**src/hdl/dbg_unit_defs.svh**
```systemverilog
`ifndef DBG_UNIT_DEFS_SVH
`define DBG_UNIT_DEFS_SVH

// address fields of the debug bus
`define DBG_ADDR_GRP_MSB 13
`define DBG_ADDR_GRP_LSB 8
`define DBG_ADDR_IDX_MSB 6
`define DBG_ADDR_IDX_LSB 2
`define DBG_ADDR_PPC_BIT 2

// register groups, addr[13:8]
`define DBG_GRP_REGS 6'h00
`define DBG_GRP_GPR  6'h04
`define DBG_GRP_PC   6'h20

// debug register indexes, addr[6:2]
`define DBG_IDX_CTRL  5'd0
`define DBG_IDX_HIT   5'd1
`define DBG_IDX_IE    5'd2
`define DBG_IDX_CAUSE 5'd3

// control register bits
`define DBG_CTRL_HALT_BIT 16
`define DBG_CTRL_SSTE_BIT 0

// trap-enable register bits
`define DBG_IE_ECALL_BIT 11
`define DBG_IE_ELSU_BIT  7
`define DBG_IE_ELSU2_BIT 5
`define DBG_IE_EBRK_BIT  3
`define DBG_IE_EILL_BIT  2

// settings vector bit positions
`define DBG_SETS_IRQ   5
`define DBG_SETS_ECALL 4
`define DBG_SETS_EILL  3
`define DBG_SETS_ELSU  2
`define DBG_SETS_EBRK  1
`define DBG_SETS_SSTE  0

// cause code of a debugger halt
`define DBG_CAUSE_HALT 6'h1F

`endif

```
**src/hdl/dbg_unit_pkg.sv**
```systemverilog
package dbg_unit_pkg;

	// data word, also used for PC values
	typedef logic [31:0] word_t;

	// debug bus address, group in [13:8], index in [6:2]
	typedef logic [13:0] dbg_addr_t;

	// register file index
	typedef logic [4:0] reg_addr_t;

	// debug or exception cause
	typedef logic [5:0] cause_t;

	// trap enables and single-step, sent to the core
	typedef logic [5:0] settings_t;

	////////////////////
	// state machines
	////////////////////

	typedef enum logic [1:0] {
		HALT_IDLE,
		HALT_REQ,
		HALT_STOPPED
	} halt_state_t;

	// source of the read data in the response stage
	typedef enum logic [1:0] {
		SEL_NONE,
		SEL_GPR,
		SEL_DBG,
		SEL_PC
	} rdata_sel_t;

endpackage

```
**src/hdl/dbg_ctrl_regs.sv**
```systemverilog
`timescale 1ns/10ps
`include "dbg_unit_defs.svh"

module dbg_ctrl_regs (
	input  logic                    clk,
	input  logic                    rst_n,
	input  logic                    regs_we_i,
	input  dbg_unit_pkg::dbg_addr_t debug_addr_i,
	input  dbg_unit_pkg::word_t     debug_wdata_i,
	output dbg_unit_pkg::settings_t settings_o,
	output logic                    ssth_clear_o
);

	logic [4:0] idx;
	dbg_unit_pkg::settings_t settings_q;
	dbg_unit_pkg::settings_t settings_n;

	assign idx = debug_addr_i[`DBG_ADDR_IDX_MSB:`DBG_ADDR_IDX_LSB];

	////////////////////
	// write decode
	////////////////////

	always_comb begin
		settings_n = settings_q;
		// irq enable has no debugger field
		settings_n[`DBG_SETS_IRQ] = 1'b0;
		if (regs_we_i) begin
			case (idx)
				`DBG_IDX_CTRL: begin
					settings_n[`DBG_SETS_SSTE] = debug_wdata_i[`DBG_CTRL_SSTE_BIT];
				end
				`DBG_IDX_IE: begin
					settings_n[`DBG_SETS_ECALL] = debug_wdata_i[`DBG_IE_ECALL_BIT];
					// two elsu bits in the register, one enable
					settings_n[`DBG_SETS_ELSU] = debug_wdata_i[`DBG_IE_ELSU_BIT] |
						debug_wdata_i[`DBG_IE_ELSU2_BIT];
					settings_n[`DBG_SETS_EBRK] = debug_wdata_i[`DBG_IE_EBRK_BIT];
					settings_n[`DBG_SETS_EILL] = debug_wdata_i[`DBG_IE_EILL_BIT];
				end
				default: begin
					settings_n = settings_n;
				end
			endcase
		end
	end

	// write-one-to-clear on HIT bit 0
	assign ssth_clear_o = regs_we_i & (idx == `DBG_IDX_HIT) & debug_wdata_i[0];

	always_ff @(posedge clk or negedge rst_n) begin
		if (~rst_n) begin
			settings_q <= '0;
		end else begin
			settings_q <= settings_n;
		end
	end

	assign settings_o = settings_q;

endmodule

```
**src/hdl/dbg_halt_ctrl.sv**
```systemverilog
`timescale 1ns/10ps
`include "dbg_unit_defs.svh"

module dbg_halt_ctrl (
	input  logic                 clk,
	input  logic                 rst_n,
	input  logic                 halt_req_i,
	input  logic                 resume_req_i,
	input  logic                 debug_halt_i,
	input  logic                 debug_resume_i,
	input  logic                 trap_i,
	input  dbg_unit_pkg::cause_t exc_cause_i,
	input  logic                 sste_i,
	input  logic                 dbg_ack_i,
	input  logic                 ssth_clear_i,
	output logic                 dbg_req_o,
	output logic                 stall_o,
	output logic                 halted_o,
	output dbg_unit_pkg::cause_t cause_o,
	output logic                 ssth_o
);

	dbg_unit_pkg::halt_state_t state_q;
	dbg_unit_pkg::halt_state_t state_n;
	dbg_unit_pkg::cause_t cause_q;
	dbg_unit_pkg::cause_t cause_n;
	logic ssth_q;
	logic ssth_n;
	logic halt;
	logic resume;

	// debugger write, external halt pin or a trap
	assign halt = halt_req_i | debug_halt_i | trap_i;
	assign resume = resume_req_i | debug_resume_i;

	////////////////////
	// halt FSM
	////////////////////

	always_comb begin
		state_n = state_q;
		cause_n = cause_q;
		ssth_n = ssth_q;
		dbg_req_o = 1'b0;
		stall_o = 1'b0;
		halted_o = 1'b0;
		case (state_q)
			dbg_unit_pkg::HALT_IDLE: begin
				ssth_n = 1'b0;
				if (halt) begin
					dbg_req_o = 1'b1;
					state_n = dbg_unit_pkg::HALT_REQ;
					// trap wins over a halt in the same cycle
					if (trap_i) begin
						cause_n = exc_cause_i;
						ssth_n = sste_i;
					end else begin
						cause_n = `DBG_CAUSE_HALT;
					end
				end
			end
			dbg_unit_pkg::HALT_REQ: begin
				// hold the request until the core takes it
				dbg_req_o = 1'b1;
				if (dbg_ack_i) begin
					state_n = dbg_unit_pkg::HALT_STOPPED;
				end
				if (resume) begin
					state_n = dbg_unit_pkg::HALT_IDLE;
				end
			end
			dbg_unit_pkg::HALT_STOPPED: begin
				stall_o = 1'b1;
				halted_o = 1'b1;
				// release the stall without waiting for the edge
				if (resume) begin
					stall_o = 1'b0;
					state_n = dbg_unit_pkg::HALT_IDLE;
				end
			end
			default: begin
				state_n = dbg_unit_pkg::HALT_IDLE;
			end
		endcase
		if (ssth_clear_i) begin
			ssth_n = 1'b0;
		end
	end

	always_ff @(posedge clk or negedge rst_n) begin
		if (~rst_n) begin
			state_q <= dbg_unit_pkg::HALT_IDLE;
			cause_q <= `DBG_CAUSE_HALT;
			ssth_q <= 1'b0;
		end else begin
			state_q <= state_n;
			cause_q <= cause_n;
			ssth_q <= ssth_n;
		end
	end

	assign cause_o = cause_q;
	assign ssth_o = ssth_q;

endmodule

```
**src/hdl/dbg_req_decode.sv**
```systemverilog
`timescale 1ns/10ps
`include "dbg_unit_defs.svh"

module dbg_req_decode (
	input  logic                     clk,
	input  logic                     rst_n,
	input  logic                     debug_req_i,
	input  dbg_unit_pkg::dbg_addr_t  debug_addr_i,
	input  logic                     debug_we_i,
	input  dbg_unit_pkg::word_t      debug_wdata_i,
	input  logic                     halted_i,
	output logic                     debug_gnt_o,
	output logic                     halt_req_o,
	output logic                     resume_req_o,
	output logic                     regs_we_o,
	output dbg_unit_pkg::rdata_sel_t rdata_sel_o,
	output dbg_unit_pkg::dbg_addr_t  addr_q_o,
	output logic                     regfile_rreq_o,
	output dbg_unit_pkg::reg_addr_t  regfile_raddr_o,
	output logic                     regfile_wreq_o,
	output dbg_unit_pkg::reg_addr_t  regfile_waddr_o,
	output dbg_unit_pkg::word_t      regfile_wdata_o,
	output logic                     jump_req_o,
	output dbg_unit_pkg::word_t      jump_addr_o
);

	logic [5:0] grp;
	logic [4:0] idx;
	logic wr;
	logic rd;
	logic is_regs;
	logic is_gpr;
	logic is_pc;
	logic is_ctrl;
	logic rreq_n;
	logic jump_n;
	dbg_unit_pkg::rdata_sel_t sel_n;
	logic pend_q;
	logic rreq_q;
	logic jump_q;
	dbg_unit_pkg::rdata_sel_t sel_q;
	dbg_unit_pkg::dbg_addr_t addr_q;
	dbg_unit_pkg::word_t wdata_q;

	////////////////////
	// request decode
	////////////////////

	assign grp = debug_addr_i[`DBG_ADDR_GRP_MSB:`DBG_ADDR_GRP_LSB];
	assign idx = debug_addr_i[`DBG_ADDR_IDX_MSB:`DBG_ADDR_IDX_LSB];
	assign wr = debug_req_i & debug_we_i;
	assign rd = debug_req_i & ~debug_we_i;

	assign is_regs = (grp == `DBG_GRP_REGS);
	assign is_gpr = (grp == `DBG_GRP_GPR);
	assign is_pc = (grp == `DBG_GRP_PC);
	assign is_ctrl = is_regs & (idx == `DBG_IDX_CTRL);

	// no wait states, every access is taken at once
	assign debug_gnt_o = debug_req_i;

	// CTRL halt bit only acts when it changes the run state
	assign halt_req_o = wr & is_ctrl & debug_wdata_i[`DBG_CTRL_HALT_BIT] & ~halted_i;
	assign resume_req_o = wr & is_ctrl & ~debug_wdata_i[`DBG_CTRL_HALT_BIT] & halted_i;
	assign regs_we_o = wr & is_regs;

	// GPR writes go straight to the core in the request cycle
	assign regfile_wreq_o = wr & is_gpr & halted_i;
	assign regfile_waddr_o = idx;
	assign regfile_wdata_o = debug_wdata_i;

	// next PC lives at index 0 of the PC group
	assign jump_n = wr & is_pc & (idx == 5'd0) & halted_i;
	assign rreq_n = rd & is_gpr & halted_i;

	always_comb begin
		sel_n = dbg_unit_pkg::SEL_NONE;
		if (rd) begin
			if (is_regs) begin
				sel_n = dbg_unit_pkg::SEL_DBG;
			end else if (is_pc) begin
				sel_n = dbg_unit_pkg::SEL_PC;
			end else if (is_gpr & halted_i) begin
				sel_n = dbg_unit_pkg::SEL_GPR;
			end
		end
	end

	////////////////////
	// stage register
	////////////////////

	// pend_q marks the response cycle of the previous access
	always_ff @(posedge clk or negedge rst_n) begin
		if (~rst_n) begin
			pend_q <= 1'b0;
			sel_q <= dbg_unit_pkg::SEL_NONE;
			rreq_q <= 1'b0;
			jump_q <= 1'b0;
		end else begin
			pend_q <= debug_req_i;
			if (debug_req_i | pend_q) begin
				sel_q <= sel_n;
				rreq_q <= rreq_n;
				jump_q <= jump_n;
			end
		end
	end

	always_ff @(posedge clk) begin
		if (debug_req_i) begin
			addr_q <= debug_addr_i;
			wdata_q <= debug_wdata_i;
		end
	end

	assign rdata_sel_o = sel_q;
	assign addr_q_o = addr_q;
	assign regfile_rreq_o = rreq_q;
	assign regfile_raddr_o = addr_q[`DBG_ADDR_IDX_MSB:`DBG_ADDR_IDX_LSB];
	assign jump_req_o = jump_q;
	assign jump_addr_o = wdata_q;

endmodule

```
**src/hdl/dbg_resp_mux.sv**
```systemverilog
`timescale 1ns/10ps
`include "dbg_unit_defs.svh"

module dbg_resp_mux (
	input  logic                     clk,
	input  logic                     rst_n,
	input  logic                     debug_gnt_i,
	input  dbg_unit_pkg::rdata_sel_t rdata_sel_i,
	input  dbg_unit_pkg::dbg_addr_t  addr_q_i,
	input  logic                     halted_i,
	input  logic                     sleeping_i,
	input  logic                     ssth_i,
	input  dbg_unit_pkg::settings_t  settings_i,
	input  dbg_unit_pkg::cause_t     cause_i,
	input  dbg_unit_pkg::word_t      pc_if_i,
	input  dbg_unit_pkg::word_t      pc_id_i,
	input  dbg_unit_pkg::word_t      regfile_rdata_i,
	output logic                     debug_rvalid_o,
	output dbg_unit_pkg::word_t      debug_rdata_o
);

	logic [4:0] idx;
	dbg_unit_pkg::word_t regs_img;
	dbg_unit_pkg::word_t pc_img;

	// one response per grant, reads and writes alike
	always_ff @(posedge clk or negedge rst_n) begin
		if (~rst_n) begin
			debug_rvalid_o <= 1'b0;
		end else begin
			debug_rvalid_o <= debug_gnt_i;
		end
	end

	assign idx = addr_q_i[`DBG_ADDR_IDX_MSB:`DBG_ADDR_IDX_LSB];

	////////////////////
	// register images
	////////////////////

	always_comb begin
		regs_img = '0;
		case (idx)
			`DBG_IDX_CTRL: begin
				regs_img[`DBG_CTRL_HALT_BIT] = halted_i;
				regs_img[`DBG_CTRL_SSTE_BIT] = settings_i[`DBG_SETS_SSTE];
			end
			`DBG_IDX_HIT: begin
				// sleep state at 16, step hit at 0
				regs_img[16] = sleeping_i;
				regs_img[0] = ssth_i;
			end
			`DBG_IDX_IE: begin
				regs_img[`DBG_IE_ECALL_BIT] = settings_i[`DBG_SETS_ECALL];
				regs_img[`DBG_IE_ELSU_BIT] = settings_i[`DBG_SETS_ELSU];
				regs_img[`DBG_IE_ELSU2_BIT] = settings_i[`DBG_SETS_ELSU];
				regs_img[`DBG_IE_EBRK_BIT] = settings_i[`DBG_SETS_EBRK];
				regs_img[`DBG_IE_EILL_BIT] = settings_i[`DBG_SETS_EILL];
			end
			`DBG_IDX_CAUSE: begin
				// interrupt flag on top, code in the low bits
				regs_img[31] = cause_i[5];
				regs_img[4:0] = cause_i[4:0];
			end
			default: begin
				regs_img = '0;
			end
		endcase
	end

	// bit 2 picks the previous PC
	assign pc_img = addr_q_i[`DBG_ADDR_PPC_BIT] ? pc_id_i : pc_if_i;

	always_comb begin
		case (rdata_sel_i)
			dbg_unit_pkg::SEL_GPR: debug_rdata_o = regfile_rdata_i;
			dbg_unit_pkg::SEL_DBG: debug_rdata_o = regs_img;
			dbg_unit_pkg::SEL_PC:  debug_rdata_o = pc_img;
			default:               debug_rdata_o = '0;
		endcase
	end

endmodule

```
**src/hdl/dbg_unit.sv**
```systemverilog
`timescale 1ns/10ps
`include "dbg_unit_defs.svh"

module dbg_unit (
	input  logic                    clk,
	input  logic                    rst_n,
	// debugger bus
	input  logic                    debug_req_i,
	output logic                    debug_gnt_o,
	output logic                    debug_rvalid_o,
	input  dbg_unit_pkg::dbg_addr_t debug_addr_i,
	input  logic                    debug_we_i,
	input  dbg_unit_pkg::word_t     debug_wdata_i,
	output dbg_unit_pkg::word_t     debug_rdata_o,
	output logic                    debug_halted_o,
	input  logic                    debug_halt_i,
	input  logic                    debug_resume_i,
	// core side
	output dbg_unit_pkg::settings_t settings_o,
	input  logic                    trap_i,
	input  dbg_unit_pkg::cause_t    exc_cause_i,
	output logic                    stall_o,
	output logic                    dbg_req_o,
	input  logic                    dbg_ack_i,
	output logic                    regfile_rreq_o,
	output dbg_unit_pkg::reg_addr_t regfile_raddr_o,
	input  dbg_unit_pkg::word_t     regfile_rdata_i,
	output logic                    regfile_wreq_o,
	output dbg_unit_pkg::reg_addr_t regfile_waddr_o,
	output dbg_unit_pkg::word_t     regfile_wdata_o,
	input  dbg_unit_pkg::word_t     pc_if_i,
	input  dbg_unit_pkg::word_t     pc_id_i,
	input  logic                    sleeping_i,
	output logic                    jump_req_o,
	output dbg_unit_pkg::word_t     jump_addr_o
);

	logic halt_req;
	logic resume_req;
	logic regs_we;
	logic ssth_clear;
	logic ssth;
	dbg_unit_pkg::rdata_sel_t rdata_sel;
	dbg_unit_pkg::dbg_addr_t addr_q;
	dbg_unit_pkg::cause_t cause;

	////////////////////
	// bus request stage
	////////////////////

	dbg_req_decode dbg_req_decode_inst (
		.clk             (clk),
		.rst_n           (rst_n),
		.debug_req_i     (debug_req_i),
		.debug_addr_i    (debug_addr_i),
		.debug_we_i      (debug_we_i),
		.debug_wdata_i   (debug_wdata_i),
		.halted_i        (debug_halted_o),
		.debug_gnt_o     (debug_gnt_o),
		.halt_req_o      (halt_req),
		.resume_req_o    (resume_req),
		.regs_we_o       (regs_we),
		.rdata_sel_o     (rdata_sel),
		.addr_q_o        (addr_q),
		.regfile_rreq_o  (regfile_rreq_o),
		.regfile_raddr_o (regfile_raddr_o),
		.regfile_wreq_o  (regfile_wreq_o),
		.regfile_waddr_o (regfile_waddr_o),
		.regfile_wdata_o (regfile_wdata_o),
		.jump_req_o      (jump_req_o),
		.jump_addr_o     (jump_addr_o)
	);

	dbg_ctrl_regs dbg_ctrl_regs_inst (
		.clk           (clk),
		.rst_n         (rst_n),
		.regs_we_i     (regs_we),
		.debug_addr_i  (debug_addr_i),
		.debug_wdata_i (debug_wdata_i),
		.settings_o    (settings_o),
		.ssth_clear_o  (ssth_clear)
	);

	dbg_halt_ctrl dbg_halt_ctrl_inst (
		.clk            (clk),
		.rst_n          (rst_n),
		.halt_req_i     (halt_req),
		.resume_req_i   (resume_req),
		.debug_halt_i   (debug_halt_i),
		.debug_resume_i (debug_resume_i),
		.trap_i         (trap_i),
		.exc_cause_i    (exc_cause_i),
		.sste_i         (settings_o[`DBG_SETS_SSTE]),
		.dbg_ack_i      (dbg_ack_i),
		.ssth_clear_i   (ssth_clear),
		.dbg_req_o      (dbg_req_o),
		.stall_o        (stall_o),
		.halted_o       (debug_halted_o),
		.cause_o        (cause),
		.ssth_o         (ssth)
	);

	////////////////////
	// response stage
	////////////////////

	dbg_resp_mux dbg_resp_mux_inst (
		.clk             (clk),
		.rst_n           (rst_n),
		.debug_gnt_i     (debug_gnt_o),
		.rdata_sel_i     (rdata_sel),
		.addr_q_i        (addr_q),
		.halted_i        (debug_halted_o),
		.sleeping_i      (sleeping_i),
		.ssth_i          (ssth),
		.settings_i      (settings_o),
		.cause_i         (cause),
		.pc_if_i         (pc_if_i),
		.pc_id_i         (pc_id_i),
		.regfile_rdata_i (regfile_rdata_i),
		.debug_rvalid_o  (debug_rvalid_o),
		.debug_rdata_o   (debug_rdata_o)
	);

endmodule

```
**config.mk**
```make
export PLATFORM = sky130hd
export DESIGN_NAME = dbg_unit
export DESIGN_NICKNAME = d
export VERILOG_FILES = /design/src/hdl/dbg_unit_pkg.sv /design/src/hdl/dbg_ctrl_regs.sv /design/src/hdl/dbg_halt_ctrl.sv /design/src/hdl/dbg_req_decode.sv /design/src/hdl/dbg_resp_mux.sv /design/src/hdl/dbg_unit.sv
export VERILOG_INCLUDE_DIRS = /design/src /design/src/hdl
export SDC_FILE = /design/constraint.sdc
export NUM_CORES = 1
export LEC_CHECK = 0
export ABC_AREA = 1
export BUFFER_PORTS_ARGS = -buffer_cell sky130_fd_sc_hd__buf_2
export CORE_AREA = 2 2 107 109
export CTS_CLUSTER_DIAMETER = 50
export DETAILED_ROUTE_END_ITERATION = 10
export DIE_AREA = 0 0 109 111
export GPL_TIMING_DRIVEN = 0
export PLACE_DENSITY_LB_ADDON = 0.05
export SYNTH_ARGS = -nofsm -noshare
export SYNTH_HDL_FRONTEND = slang
export SYNTH_SLANG_ARGS = --single-unit
```
**constraint.sdc**
```tcl
create_clock -name clk -period 1.51 [get_ports clk]
set_clock_uncertainty 0.2 [all_clocks]
set_input_delay 0.0755 -clock clk [delete_from_list [all_inputs] [get_ports clk]]
set_output_delay 0.0755 -clock clk [all_outputs]
set_load 0.005 [all_outputs]
```
Yosys cells after proc, flatten, opt, wreduce, memory -nomap -nowiden
Cells that the tools add are included.
{ "totals": {"wordCells": 92, "reg_bits": 59, "input_bits": 157, "output_inout_bits": 120} }
{ "op_classes": {"n_mux": 29, "reduce_logical": 9, "bitwise_logic": 27, "eq_ne": 15} }
{ "op_table": {"columns": ["op", "count"], "rows": [
  ["$pmux 32 s3", 1],
  ["$mux 32", 1],
  ["$and 1x1->1", 19],
  ["$eq 5x2->1 const B", 3],
  ["$mux 1", 14],
  ["$mux 2", 7],
  ["$eq 5x1->1 const B", 2],
  ["$logic_not 5->1", 2],
  ["$eq 2x2->1 const B", 3],
  ["$eq 6x3->1 const B", 1],
  ["$eq 6x6->1 const B", 1],
  ["$logic_not 6->1", 1],
  ["$mux 6", 1],
  ["$pmux 2 s3", 1],
  ["$reduce_and 2->1", 3],
  ["$or 1x1->1", 5],
  ["$eq 2x1->1 const B", 2],
  ["$ne 2x1->1 const B", 2],
  ["$pmux 1 s2", 2],
  ["$pmux 2 s2", 1],
  ["$ne 3x2->1 const B", 1],
  ["$not 1->1", 3],
  ["$pmux 1 s3", 1],
  ["$reduce_and 3->1", 1],
  ["2 further kinds", 2]
]} }

Logic depth before layout (Yosys ltp)
Gate-level depths: netlist (run 1).
{ "depth": {"ltp_word": 10, "mapped_depth": 9} }

By module
A second synthesis (run 1) with hierarchy kept.
{ "unflattened": {"hier_cells": 412, "area_unflattened_um2": 3644.7} }
{ "by_module_without_submodules": {"columns": ["mod", "instances", "seq_area_each_um2", "cells_each", "area_per_inst_um2"], "rows": [
  ["dbg_req_decode", 1, 1506.4, 140, 2047.0],
  ["dbg_resp_mux", 1, 25.0, 180, 850.8],
  ["dbg_halt_ctrl", 1, 231.5, 51, 457.9],
  ["dbg_ctrl_regs", 1, 125.1, 41, 289.0]
]} }

Least setup slack after synthesis (run 1)
OpenSTA, ideal clock, no wires.
{ "synth_timing": {"path_type": "reg-to-output", "start": "reg dbg_req_decode_inst.addr_q[2], in the netlist dbg_req_decode_inst.addr_q_o[2]", "end": "out debug_rdata_o[16]", "slack_ns": 0.048, "n_path_buf": 2, "stages_incl_launch_ff": 6, "arrival_time_ns": 1.186, "required_ns": 1.234, "cell_sequence": "edfxtp_1 -> buf_2 -> clkinv_1 -> clkbuf_1 -> o21ai_0 -> o211ai_1"} }
{ "synth_between": {"elab_chain_len": 3, "elab_cells_between_ends": 5, "classes_between": "eq/ne: 1; mux: 3; reduce/logical: 1"} }
{ "synth_lines": {"columns": ["element", "line_no", "rtl"], "rows": [
  ["start: declaration", "dbg_req_decode.sv:42", "dbg_unit_pkg::dbg_addr_t addr_q;"],
  ["start signal: assignment", "dbg_req_decode.sv:112", "addr_q <= debug_addr_i;"],
  ["$eq 5x1->1 / $logic_not 5->1 (equally long branches)", "dbg_resp_mux.sv:43", "case (idx)"],
  ["$pmux 1 s2", "dbg_resp_mux.sv:43", null],
  ["$pmux 32 s3 *", "dbg_resp_mux.sv:75", "case (rdata_sel_i)"],
  ["end: declaration", "dbg_unit.sv:14", "output dbg_unit_pkg::word_t debug_rdata_o,"]
]} }
Every way passes the cells marked *; elsewhere a longest branch is shown, timed or not.

Final worst setup path (run 1)
{ "layout_timing": {"start": "reg dbg_req_decode_inst.addr_q[4], in the netlist dbg_req_decode_inst.addr_q_o[4]", "end": "out debug_rdata_o[3]"} }
{ "layout_between": {"elab_chain_len": 3, "elab_cells_between_ends": 4, "classes_between": "eq/ne: 2; mux: 2"} }
{ "layout_lines": {"columns": ["element", "line_no"], "rows": [
  ["$eq 5x2->1", "dbg_resp_mux.sv:43"],
  ["$pmux 2 s2 *", "dbg_resp_mux.sv:43"],
  ["$pmux 32 s3 *", "dbg_resp_mux.sv:75"]
]} }
Marks and branches as above.

==> impl_metrics.env, run 1 <==
export IMPL_status="finished with violations"
export IMPL_violations="negative hold slack, negative setup slack"
export IMPL_crit_path_end_kind="output port"
export IMPL_drt_wl_total_um=12600
export IMPL_clk_path_buf_depth=2
export IMPL_power_frac_seq=0.429
export IMPL_setup_slack_ns=-0.439
export IMPL_dp_hpwl_um=9240
export IMPL_cts_sinks=56
export IMPL_rsz0062_at_grt="yes"
export IMPL_grt_antenna_before_repair=2
export IMPL_htreeDepth=2
export IMPL_yosysTopAreaCellShare=0.348
export IMPL_p_leak_nw=3.09
export IMPL_first_iter_violations=213
export IMPL_die_h_um=111
export IMPL_syn_avg_cell_area_um2=8.58
export IMPL_grt_pass1_wl_um=18800
export IMPL_vias_per_cell=4.38
export IMPL_initial_core_util=0.288
export IMPL_cts_buffers=5
export IMPL_vias=3851
export IMPL_first_pass_iters=4
export IMPL_max_cap_viol_count=0
export IMPL_syn_area_mm2=0.00319
export IMPL_synth_cells=372
export IMPL_ys_ff_latch=56
export IMPL_p_switching_mw=1.31
export IMPL_synth_nets=529
export IMPL_grt_use_met2=0.380
export IMPL_max_freq_mhz=513
export IMPL_gp_congestion=0.744
export IMPL_grt_overflow_total=0
export IMPL_clk_pin_slew_worst_paths_ns=0.07
export IMPL_synth_largest_area_cell="edfxtp_1"
export IMPL_intPower_mw=3.35
export IMPL_ys_types=29
export IMPL_crit_type="flop to output port"
export IMPL_wl_per_cell_um=14.3
export IMPL_io_buffers=272
export IMPL_yosysWarnings=0
export IMPL_ys_seq_area_frac=0.499
export IMPL_die_w_um=109
export IMPL_setup_tns_ns=-10.54
export IMPL_drive_gt1_frac=0.595
export IMPL_startpoint_type="flop"
export IMPL_setup_viol=44
export IMPL_cp_max_fo=5
export IMPL_grt_max_degree=36
export IMPL_synthToLayoutAreaGrowth_pct=92.2
export IMPL_final_cells=880
export IMPL_grtUsageTotal=0.202
export IMPL_synth_area_leaders="edfxtp_1 35%, dfrtp_1 11%, o21ai_0 10%"
export IMPL_clk_latency_ns=0.30
export IMPL_arrival_ns=1.67
export IMPL_timing_hold_ws_ns=-0.0458
export IMPL_dp_cells=787
export IMPL_cts_root_buf="clkbuf_16"
export IMPL_fin_nets=891
export IMPL_p_per_area_mw_per_mm2=760
export IMPL_gr_usage_met3=0.0470
export IMPL_finalCriticalPeriod_ns=1.95
export IMPL_io_pins=277
export IMPL_min_period_over_period=1.29
export IMPL_pwr_share_clk=0.247
export IMPL_ant_nets=0
export IMPL_grt_pass1_vias=3832
export IMPL_required_ns=1.23
export IMPL_hp_class="input pin to flop"
export IMPL_busiest_layer="met2"
export IMPL_netSwitchingFraction=0.282
export IMPL_fp_row_count=39
export IMPL_cts_tree="built"
export IMPL_dieArea_mm2=0.0121
export IMPL_route_detailed_drc=0
export IMPL_coreArea_mm2=0.0111
export IMPL_grt_util_met1=0.218
export IMPL_pwr_share_comb=0.324
export IMPL_slew_viol_final=0
export IMPL_final_hold_viol_count=31
export IMPL_worst_ir_drop_vdd_v=0.000534
## logic make-up (layout without fill, tap and decap cells)
group | count (synthesis) | after routing | synth area share
and+or+nand+nor | 144 | 144 | 0.196
DFF | 56 | 56 | 0.499
buffers and inverters | 82 | 445 | 0.146
AOI/OAI and AO/OA | 89 | 89 | 0.158
other | 1 | 3 | 0.00117
## placed cells by master (no fill, tap or decap), types with 2 or more instances in the layout
cell type,count
o211ai_1,6
o221ai_2,2
nor2_2,4
o21ai_0,21
nand3_1,6
buf_4,53
nand3_2,3
dfrtp_1,14
buf_6,15
inv_1,23
o21ai_1,28
clkbuf_4,3
o21ai_2,22
dlygate4sd3_1,53
nand2_1,42
clkbuf_8,3
buf_8,9
dfstp_2,5
buf_12,2
nor2_1,51
nor2_4,6
a21oi_1,4
buf_2,269
nand4_1,6
nand2_4,9
edfxtp_1,37
clkbuf_16,6
diode_2,2
inv_2,4
nand2_2,15
## cell type report
class | instances | area [um2]
multi-input combinational | 234 | 1380
clock inverter | 2 | 11.3
clock buffer | 6 | 129
sequential | 56 | 1590
inverter | 28 | 118
antenna | 2 | 5.00
buffer | 54 | 478
fill | 1066 | 4940
timing repair buffer | 355 | 2240
tap | 143 | 179
## registers in the layout (all words and copies together) (netlist names)
register                            cells
dbg_ctrl_regs_inst.settings_o           5
dbg_halt_ctrl_inst.state_q              2
dbg_req_decode_inst.addr_q_o            5
dbg_req_decode_inst.regfile_rreq_o      1
dbg_resp_mux_inst.debug_rvalid_o        1
dbg_req_decode_inst.jump_addr_o        32
dbg_halt_ctrl_inst.ssth_o               1
dbg_halt_ctrl_inst.cause_o              6
dbg_req_decode_inst.rdata_sel_o         2
dbg_req_decode_inst.jump_req_o          1
## final timing paths
kind                                                       endpoint  depth (start not counted)  slack (ns)                             from
worst min register to register        dbg_halt_ctrl_inst.cause_o[3]                          2        0.27    dbg_halt_ctrl_inst.cause_o[3]
min in group asynchronous             dbg_halt_ctrl_inst.state_q[0]                          2        0.06                            rst_n
worst max register to register        dbg_halt_ctrl_inst.cause_o[4]                         10       -0.15    dbg_halt_ctrl_inst.state_q[1]
worst min-delay path            dbg_req_decode_inst.jump_addr_o[12]                          1       -0.05                      debug_req_i
max in group asynchronous             dbg_halt_ctrl_inst.cause_o[1]                          2        0.70                            rst_n
worst max-delay path                               debug_rdata_o[3]                          6       -0.44  dbg_req_decode_inst.addr_q_o[4]
## routing by layer
| metal | up-vias | routed length (um) | share of wire |
|---|---|---|---|
| met2 | 165 | 6550 | 0.52 |
| met3 | 17 | 1060 | 0.084 |
| met5 | - | 0 | 0 |
| met4 | 0 | 232 | 0.018 |
| li1 | 1937 | - | - |
| met1 | 1732 | 4750 | 0.38 |
## critical path: stages, from the launching register on
cell and delay, ns:
edfxtp_1 0.43, nor2_4 0.16, nand4_1 0.22, o21ai_1 0.22, nand2_1 0.10, o211ai_1 0.09
buf_2 0.15
## through the flow
step / power [mW] / cell area [um2] / setup WS [ns] / hold WS [ns] / util
global placement: 3.04 / 4730 / -0.764 / -0.148 / 0.427
global route: 4.93 / 6130 / -0.561 / -0.0386 / 0.553
floorplan: 2.53 / 3190 / 0.0480 / -0.420 / -
detailed placement: 3.06 / 4730 / -0.745 / -0.139 / 0.427
CTS: 4.52 / 5810 / -0.478 / -0.0217 / 0.524
finish: 4.66 / 6130 / -0.439 / -0.0458 / 0.554
## power by group through the flow
stage | combinational (mW) | clock, mW | sequential, mW
after CTS | 1.34 | 1.18 | 2.00
after global routing | 1.65 | 1.26 | 2.03
after detailed placement | 1.03 | 0 | 2.03
after global placement | 1.01 | 0 | 2.02
after floorplan | 0.508 | 0 | 2.03
final | 1.51 | 1.15 | 2.00
## cell usage after synthesis (all sizes together)
library cell / number
a21oi: 4
a32o: 1
buf: 42
clkbuf: 12
clkinv: 1
conb: 1
dfrtp: 14
dfstp: 5
edfxtp: 37
inv: 27
nand2: 66
nand3: 9
nand4: 6
nor2: 61
nor3: 2
o211ai: 6
o21ai: 72
o221ai: 3
o22ai: 2
o31ai: 1
## timing repair
action	4_1_cts	5_1_grt
gates resized for setup	82	103
setup endpoints to repair	49	57
endpoints found under the hold margin	81	31
setup buffers	18	10
hold buffers	53	2
cloned	4	1
pin swaps	8	15
(Power assumes the default switching activity.)
==> run 2: changes to the inputs <==
- CORE_AREA: 2 2 107 109 -> 2 2 108 110
- CTS_BUF_LIST: not set -> sky130_fd_sc_hd__clkbuf_4 sky130_fd_sc_hd__clkbuf_8
- DIE_AREA: 0 0 109 111 -> 0 0 110 112
- HOLD_SLACK_MARGIN: not set -> 0.06
==> run 2 against run 1 <==
The run still ends with negative hold slack, negative setup slack left. Largest power group unchanged. Combinational power rose by 7%. Design area grew 3.2%. Via count is 2.8% higher. Critical endpoint is now debug_rdata_o[0]. Wire length up 2.2%. Die area increased by 1.8%. Maximum frequency is 1.4% lower. Sequential power about the same. Core utilization increased by 1.3 points. Largest cell class unchanged. Cell count is 0.45% higher.
==> impl_metrics.env, run 2 (synthesized netlist as in run 1, its figures left out) <==
export IMPL_status="finished with violations"
export IMPL_violations="negative hold slack, negative setup slack"
export IMPL_setup_viol=42
export IMPL_fin_nets=897
export IMPL_dp_hpwl_um=9370
export IMPL_worst_ir_drop_vdd_v=0.000619
export IMPL_startpoint_type="flop"
export IMPL_drive_gt1_frac=0.629
export IMPL_first_pass_iters=4
export IMPL_r2r_slack_ns=-0.07
export IMPL_max_freq_mhz=506
export IMPL_min_period_over_period=1.31
export IMPL_dp_worst_setup_slack_ns=-0.773
export IMPL_first_iter_violations=155
export IMPL_hp_class="input pin to flop"
export IMPL_layout_common_cells="270 x buf_2, 59 x buf_4, 57 x dlygate4sd3_1"
export IMPL_grt_antenna_before_repair=0
export IMPL_crit_path_end_kind="output port"
export IMPL_die_h_um=112
export IMPL_die_w_um=110
export IMPL_clk_latency_ns=0.31
export IMPL_cp_max_fo=5
export IMPL_cts_tree="built"
export IMPL_ant_nets=0
export IMPL_r2r_cells=10
export IMPL_grt_max_degree=43
export IMPL_route_detailed_drc=0
export IMPL_cts_sinks=56
export IMPL_arrival_ns=1.70
export IMPL_worstReg2RegEnd="dbg_halt_ctrl_inst.cause_o[5]"
export IMPL_setup_slack_ns=-0.466
export IMPL_p_per_area_mw_per_mm2=736
export IMPL_hold_path_startpoint="debug_req_i"
export IMPL_required_ns=1.23
export IMPL_io_pins=277
export IMPL_htreeDepth=2
export IMPL_max_cap_viol_count=0
export IMPL_synthToLayoutAreaGrowth_pct=98.3
export IMPL_grt_pass1_vias=3836
export IMPL_coreArea_mm2=0.0112
export IMPL_rsz0062_at_grt="yes"
export IMPL_grt_overflow_total=0
export IMPL_clk_pin_slew_worst_paths_ns=0.10
export IMPL_grt_pass1_wl_um=18200
export IMPL_initial_core_util=0.286
export IMPL_timing_hold_ws_ns=-0.120
export IMPL_rr_startpoint="dbg_halt_ctrl_inst.state_q[1]"
export IMPL_io_buffers=272
export IMPL_setup_tns_ns=-12.08
export IMPL_crit_type="flop to output port"
export IMPL_finalCriticalPeriod_ns=1.98
export IMPL_fp_row_count=39
export IMPL_cts_buffers=5
export IMPL_largest_reg_flops=32
export IMPL_diodes=0
export IMPL_gp_congestion=0.816
export IMPL_final_common_cell="buf_2"
export IMPL_p_leak_nw=3.17
export IMPL_drt_wl_total_um=12900
export IMPL_vias_per_cell=4.48
export IMPL_vias=3958
export IMPL_grtUsageTotal=0.190
export IMPL_final_hold_viol_count=37
export IMPL_whs_endpoint="dbg_resp_mux_inst.debug_rvalid_o"
export IMPL_clk_path_buf_depth=2
export IMPL_dieArea_mm2=0.0123
export IMPL_cts_root_buf="clkbuf_8"
export IMPL_wl_per_cell_um=14.6
export IMPL_slew_viol_final=0
export IMPL_holdPathStages=1
run 2: changes by cell type in the layout (fill, tap and decap cells not counted), moves of 5 or more:
cell,before,now
nor2_4,6,11
o21ai_1,28,14
nand2_4,9,15
o21ai_2,22,37
clkbuf_8,3,10
buf_4,53,59
run 2: power breakdown:
part	switching (mW)	internal, mW
combinational	0.743	0.864
clock	0.500	0.535
sequential	0.121	1.90
total	1.36	3.30
run 2: metal layers:
layer	global-route usage	vias up	part of all wire
met5	0	-	0
met4	0.0464	0	0.016
met3	0.0509	15	0.092
met2	0.373	177	0.53
met1	0.190	1816	0.36
li1	-	1950	-
run 2: how the worst max path moves through the flow:
stage | from | end | cells after the start
after global placement | debug_req_i | dbg_req_o | 9
after floorplan | dbg_req_decode_inst.addr_q_o[2] | debug_rdata_o[16] | 5
after detailed placement | debug_req_i | dbg_req_o | 9
after global routing | dbg_req_decode_inst.addr_q_o[4] | debug_rdata_o[0] | 6
final | dbg_req_decode_inst.addr_q_o[4] | debug_rdata_o[0] | 6
after CTS | dbg_req_decode_inst.addr_q_o[4] | debug_rdata_o[16] | 7
run 2: area by class of cell:
class                           count  area (um2)
Buffer                             53         514
Timing Repair Buffer              362        2280
Clock inverter                      2        33.8
Fill cell                        1041        4850
Inverter                           28         115
Multi-Input combinational cell    234        1530
Clock buffer                        6        82.6
Sequential cell                    56        1590
Tap cell                          143         179
run 2: repair_timing:
action	in CTS	in global routing
gates resized for setup	125	101
gates cloned	4	2
endpoints found under the hold margin	112	43
endpoints found under the setup margin	50	50
buffers inserted	14	14
hold buffers	58	4
pin swaps	12	24
run 2: critical path, cell delays in order (launching register included):
cell,delay (ns)
edfxtp_1,0.44
nor2_4,0.15
nand4_1,0.23
o22ai_1,0.25
o21ai_1,0.11
nand2_1,0.10
buf_2,0.12
run 2: through the flow:
stage | utilization | hold slack, ns | instance area (um2) | power, mW | cells
final | 0.566 | -0.120 | 6330 | 4.66 | 884
after CTS | 0.529 | -0.136 | 5910 | 4.58 | 870
after global placement | 0.423 | -0.146 | 4730 | 3.03 | 787
after global routing | 0.566 | -0.121 | 6330 | 4.90 | 884
after floorplan | - | -0.420 | 3190 | 2.53 | 372
after detailed placement | 0.423 | -0.142 | 4730 | 3.05 | 787
==> run 3: changes to the inputs <==
- clock period: 1.51 -> 2.1 ns (I/O delays scaled with it)
==> run 3 against run 2 <==
The flow now finishes without violations. Core utilization decreased by 5.5 points. Worst setup slack improved by 0.53 ns. Clock power down 29%. Power down 32%. Flip-flop and latch count stayed put. Via count is 2.9% lower. Global-route usage down 0.26 points. Combinational power down 37%. Die area did not move. Critical path type is now flop to flop. Critical endpoint is now dbg_halt_ctrl_inst.state_q[0].
==> impl_metrics.env, run 3 (synthesized netlist as in run 1, its figures left out) <==
export IMPL_die_w_um=110
export IMPL_coreArea_mm2=0.0112
export IMPL_diodes=0
export IMPL_worst_ir_drop_vdd_v=0.000457
export IMPL_synthToLayoutAreaGrowth_pct=79.1
export IMPL_p_per_area_mw_per_mm2=558
export IMPL_rsz0062_at_grt="yes"
export IMPL_fin_area_mm2=0.00572
export IMPL_initial_core_util=0.286
export IMPL_finalCriticalPeriod_ns=2.04
export IMPL_clk_path_buf_depth=2
export IMPL_die_h_um=112
export IMPL_cp_max_fo=10
export IMPL_dp_hpwl_um=9370
export IMPL_grt_antenna_before_repair=0
export IMPL_largest_reg_flops=32
export IMPL_htreeDepth=2
export IMPL_cts_tree="built"
export IMPL_power_mw=3.19
export IMPL_dp_worst_setup_slack_ns=-0.242
export IMPL_slew_viol_final=0
export IMPL_arrival_ns=2.04
export IMPL_first_pass_iters=4
export IMPL_drive_gt1_frac=0.521
export IMPL_hp_class="input pin to async pin"
export IMPL_gp_congestion=0.816
export IMPL_fin_nets=887
export IMPL_drt_wl_total_um=12800
export IMPL_grt_pass1_wl_um=17900
export IMPL_cts_buffers=5
export IMPL_setup_slack_ns=0.0603
export IMPL_setup_viol=0
export IMPL_vias_per_cell=4.40
export IMPL_final_hold_viol_count=0
export IMPL_max_cap_viol_count=0
export IMPL_ant_nets=0
export IMPL_max_freq_mhz=490
export IMPL_clk_pin_slew_worst_paths_ns=0.10
export IMPL_grt_pass1_vias=3779
export IMPL_io_pins=277
export IMPL_cts_sinks=56
export IMPL_final_common_cell="buf_2"
export IMPL_wl_per_cell_um=14.6
export IMPL_layout_common_cells="271 x buf_2, 67 x dlygate4sd3_1, 63 x o21ai_0"
export IMPL_p_leak_nw=2.88
export IMPL_first_iter_violations=160
export IMPL_dieArea_mm2=0.0123
export IMPL_required_ns=2.10
export IMPL_placed_area_mm2=0.00473
export IMPL_min_period_over_period=0.971
export IMPL_cp_slowest_cell="dlygate4sd3_1"
export IMPL_crit_type="flop to flop"
export IMPL_grt_overflow_total=0
export IMPL_crit_chain="inv_2 -> nor2_4 -> nor2_2 -> nand3_2 -> nand2_2 -> nand2_4 -> buf_12 -> o21ai_0 -> dlygate4sd3_1"
export IMPL_cp_slowest_stage_delay_ns=0.56
export IMPL_clk_latency_ns=0.31
export IMPL_setup_tns_ns=0
export IMPL_vias=3843
export IMPL_startpoint_type="flop"
export IMPL_crit_path_end_kind="flop"
export IMPL_cts_root_buf="clkbuf_8"
export IMPL_route_detailed_drc=0
export IMPL_grtUsageTotal=0.187
export IMPL_grt_max_degree=43
export IMPL_status="complete, no violations"
export IMPL_fp_row_count=39
export IMPL_io_buffers=272
==> run 3: cell types whose count changed in the layout (fill, tap and decap cells not counted), moves of 7 or more <==
cell,change
o21ai_0,+44
buf_4,-9
o21ai_1,-12
nand2_1,+23
nand2_4,-14
dlygate4sd3_1,+10
nor2_4,-7
nand2_2,-8
clkbuf_2,+10
o21ai_2,-30
buf_6,-9
==> run 3: routing by layer <==
metal / part of all wire / wire (um) / vias to the layer above / global-route usage
met5: 0 / 0 / - / 0
met2: 0.53 / 6730 / 168 / 0.362
li1: - / - / 1928 / -
met1: 0.36 / 4650 / 1736 / 0.189
met3: 0.094 / 1200 / 11 / 0.0544
met4: 0.013 / 172 / 0 / 0.0481
==> run 3: area by class of cell <==
cell class                 instances  area, um2
buffer                            54        393
timing repair buffer             351       2140
inverter                          28        108
clock buffer                       6       82.6
multi-input combinational        234       1180
fill                            1128       5460
sequential                        56       1590
clock inverter                     2       33.8
tap                              143        179
==> run 3: worst max-delay path: cells and delay by family, from the launching register on <==
kind                   cells  cell delay [ns]
AND/OR/NAND/NOR            5             0.46
AO/OA/AOI/OAI              1             0.08
flip-flops                 1             0.42
buffers and inverters      3             0.76
==> run 3: worst paths after layout <==
path	start	end	slack [ns]	cells past startpoint
hold reg to reg	dbg_halt_ctrl_inst.cause_o[3]	dbg_halt_ctrl_inst.cause_o[3]	0.28	2
setup reg to reg	dbg_halt_ctrl_inst.state_q[1]	dbg_halt_ctrl_inst.state_q[0]	0.06	9
min in group clk	debug_req_i	dbg_req_decode_inst.jump_addr_o[6]	0.09	2
hold / removal	rst_n	dbg_req_decode_inst.regfile_rreq_o	0.08	2
setup / recovery	dbg_halt_ctrl_inst.state_q[1]	dbg_halt_ctrl_inst.state_q[0]	0.06	9
max in group asynchronous	rst_n	dbg_halt_ctrl_inst.cause_o[3]	1.28	2
==> run 3: through the flow <==
| stage | instances | hold WS (ns) | utilization |
|---|---|---|---|
| 2_1_floorplan | 372 | -0.391 | - |
| 3_3_place_gp | 787 | -0.117 | 0.423 |
| 3_5_place_dp | 787 | -0.113 | 0.423 |
| 4_1_cts | 862 | 0.0678 | 0.495 |
| 5_1_grt | 874 | 0.0842 | 0.511 |
| 6_report | 874 | 0.0755 | 0.511 |
==> run 3: timing repair <==
action,4_1_cts,5_1_grt
setup buffers,4,7
pin swaps,3,6
endpoints found under the setup margin,33,38
resized for setup,15,27
gates cloned,0,0
hold endpoints to repair,74,38
hold buffers,63,6
==> run 3: power by group <==
part           internal [mW]  switching, mW
Sequential              1.36         0.0707
Combinational          0.566          0.448
Clock                  0.385          0.357
Total                   2.31          0.876
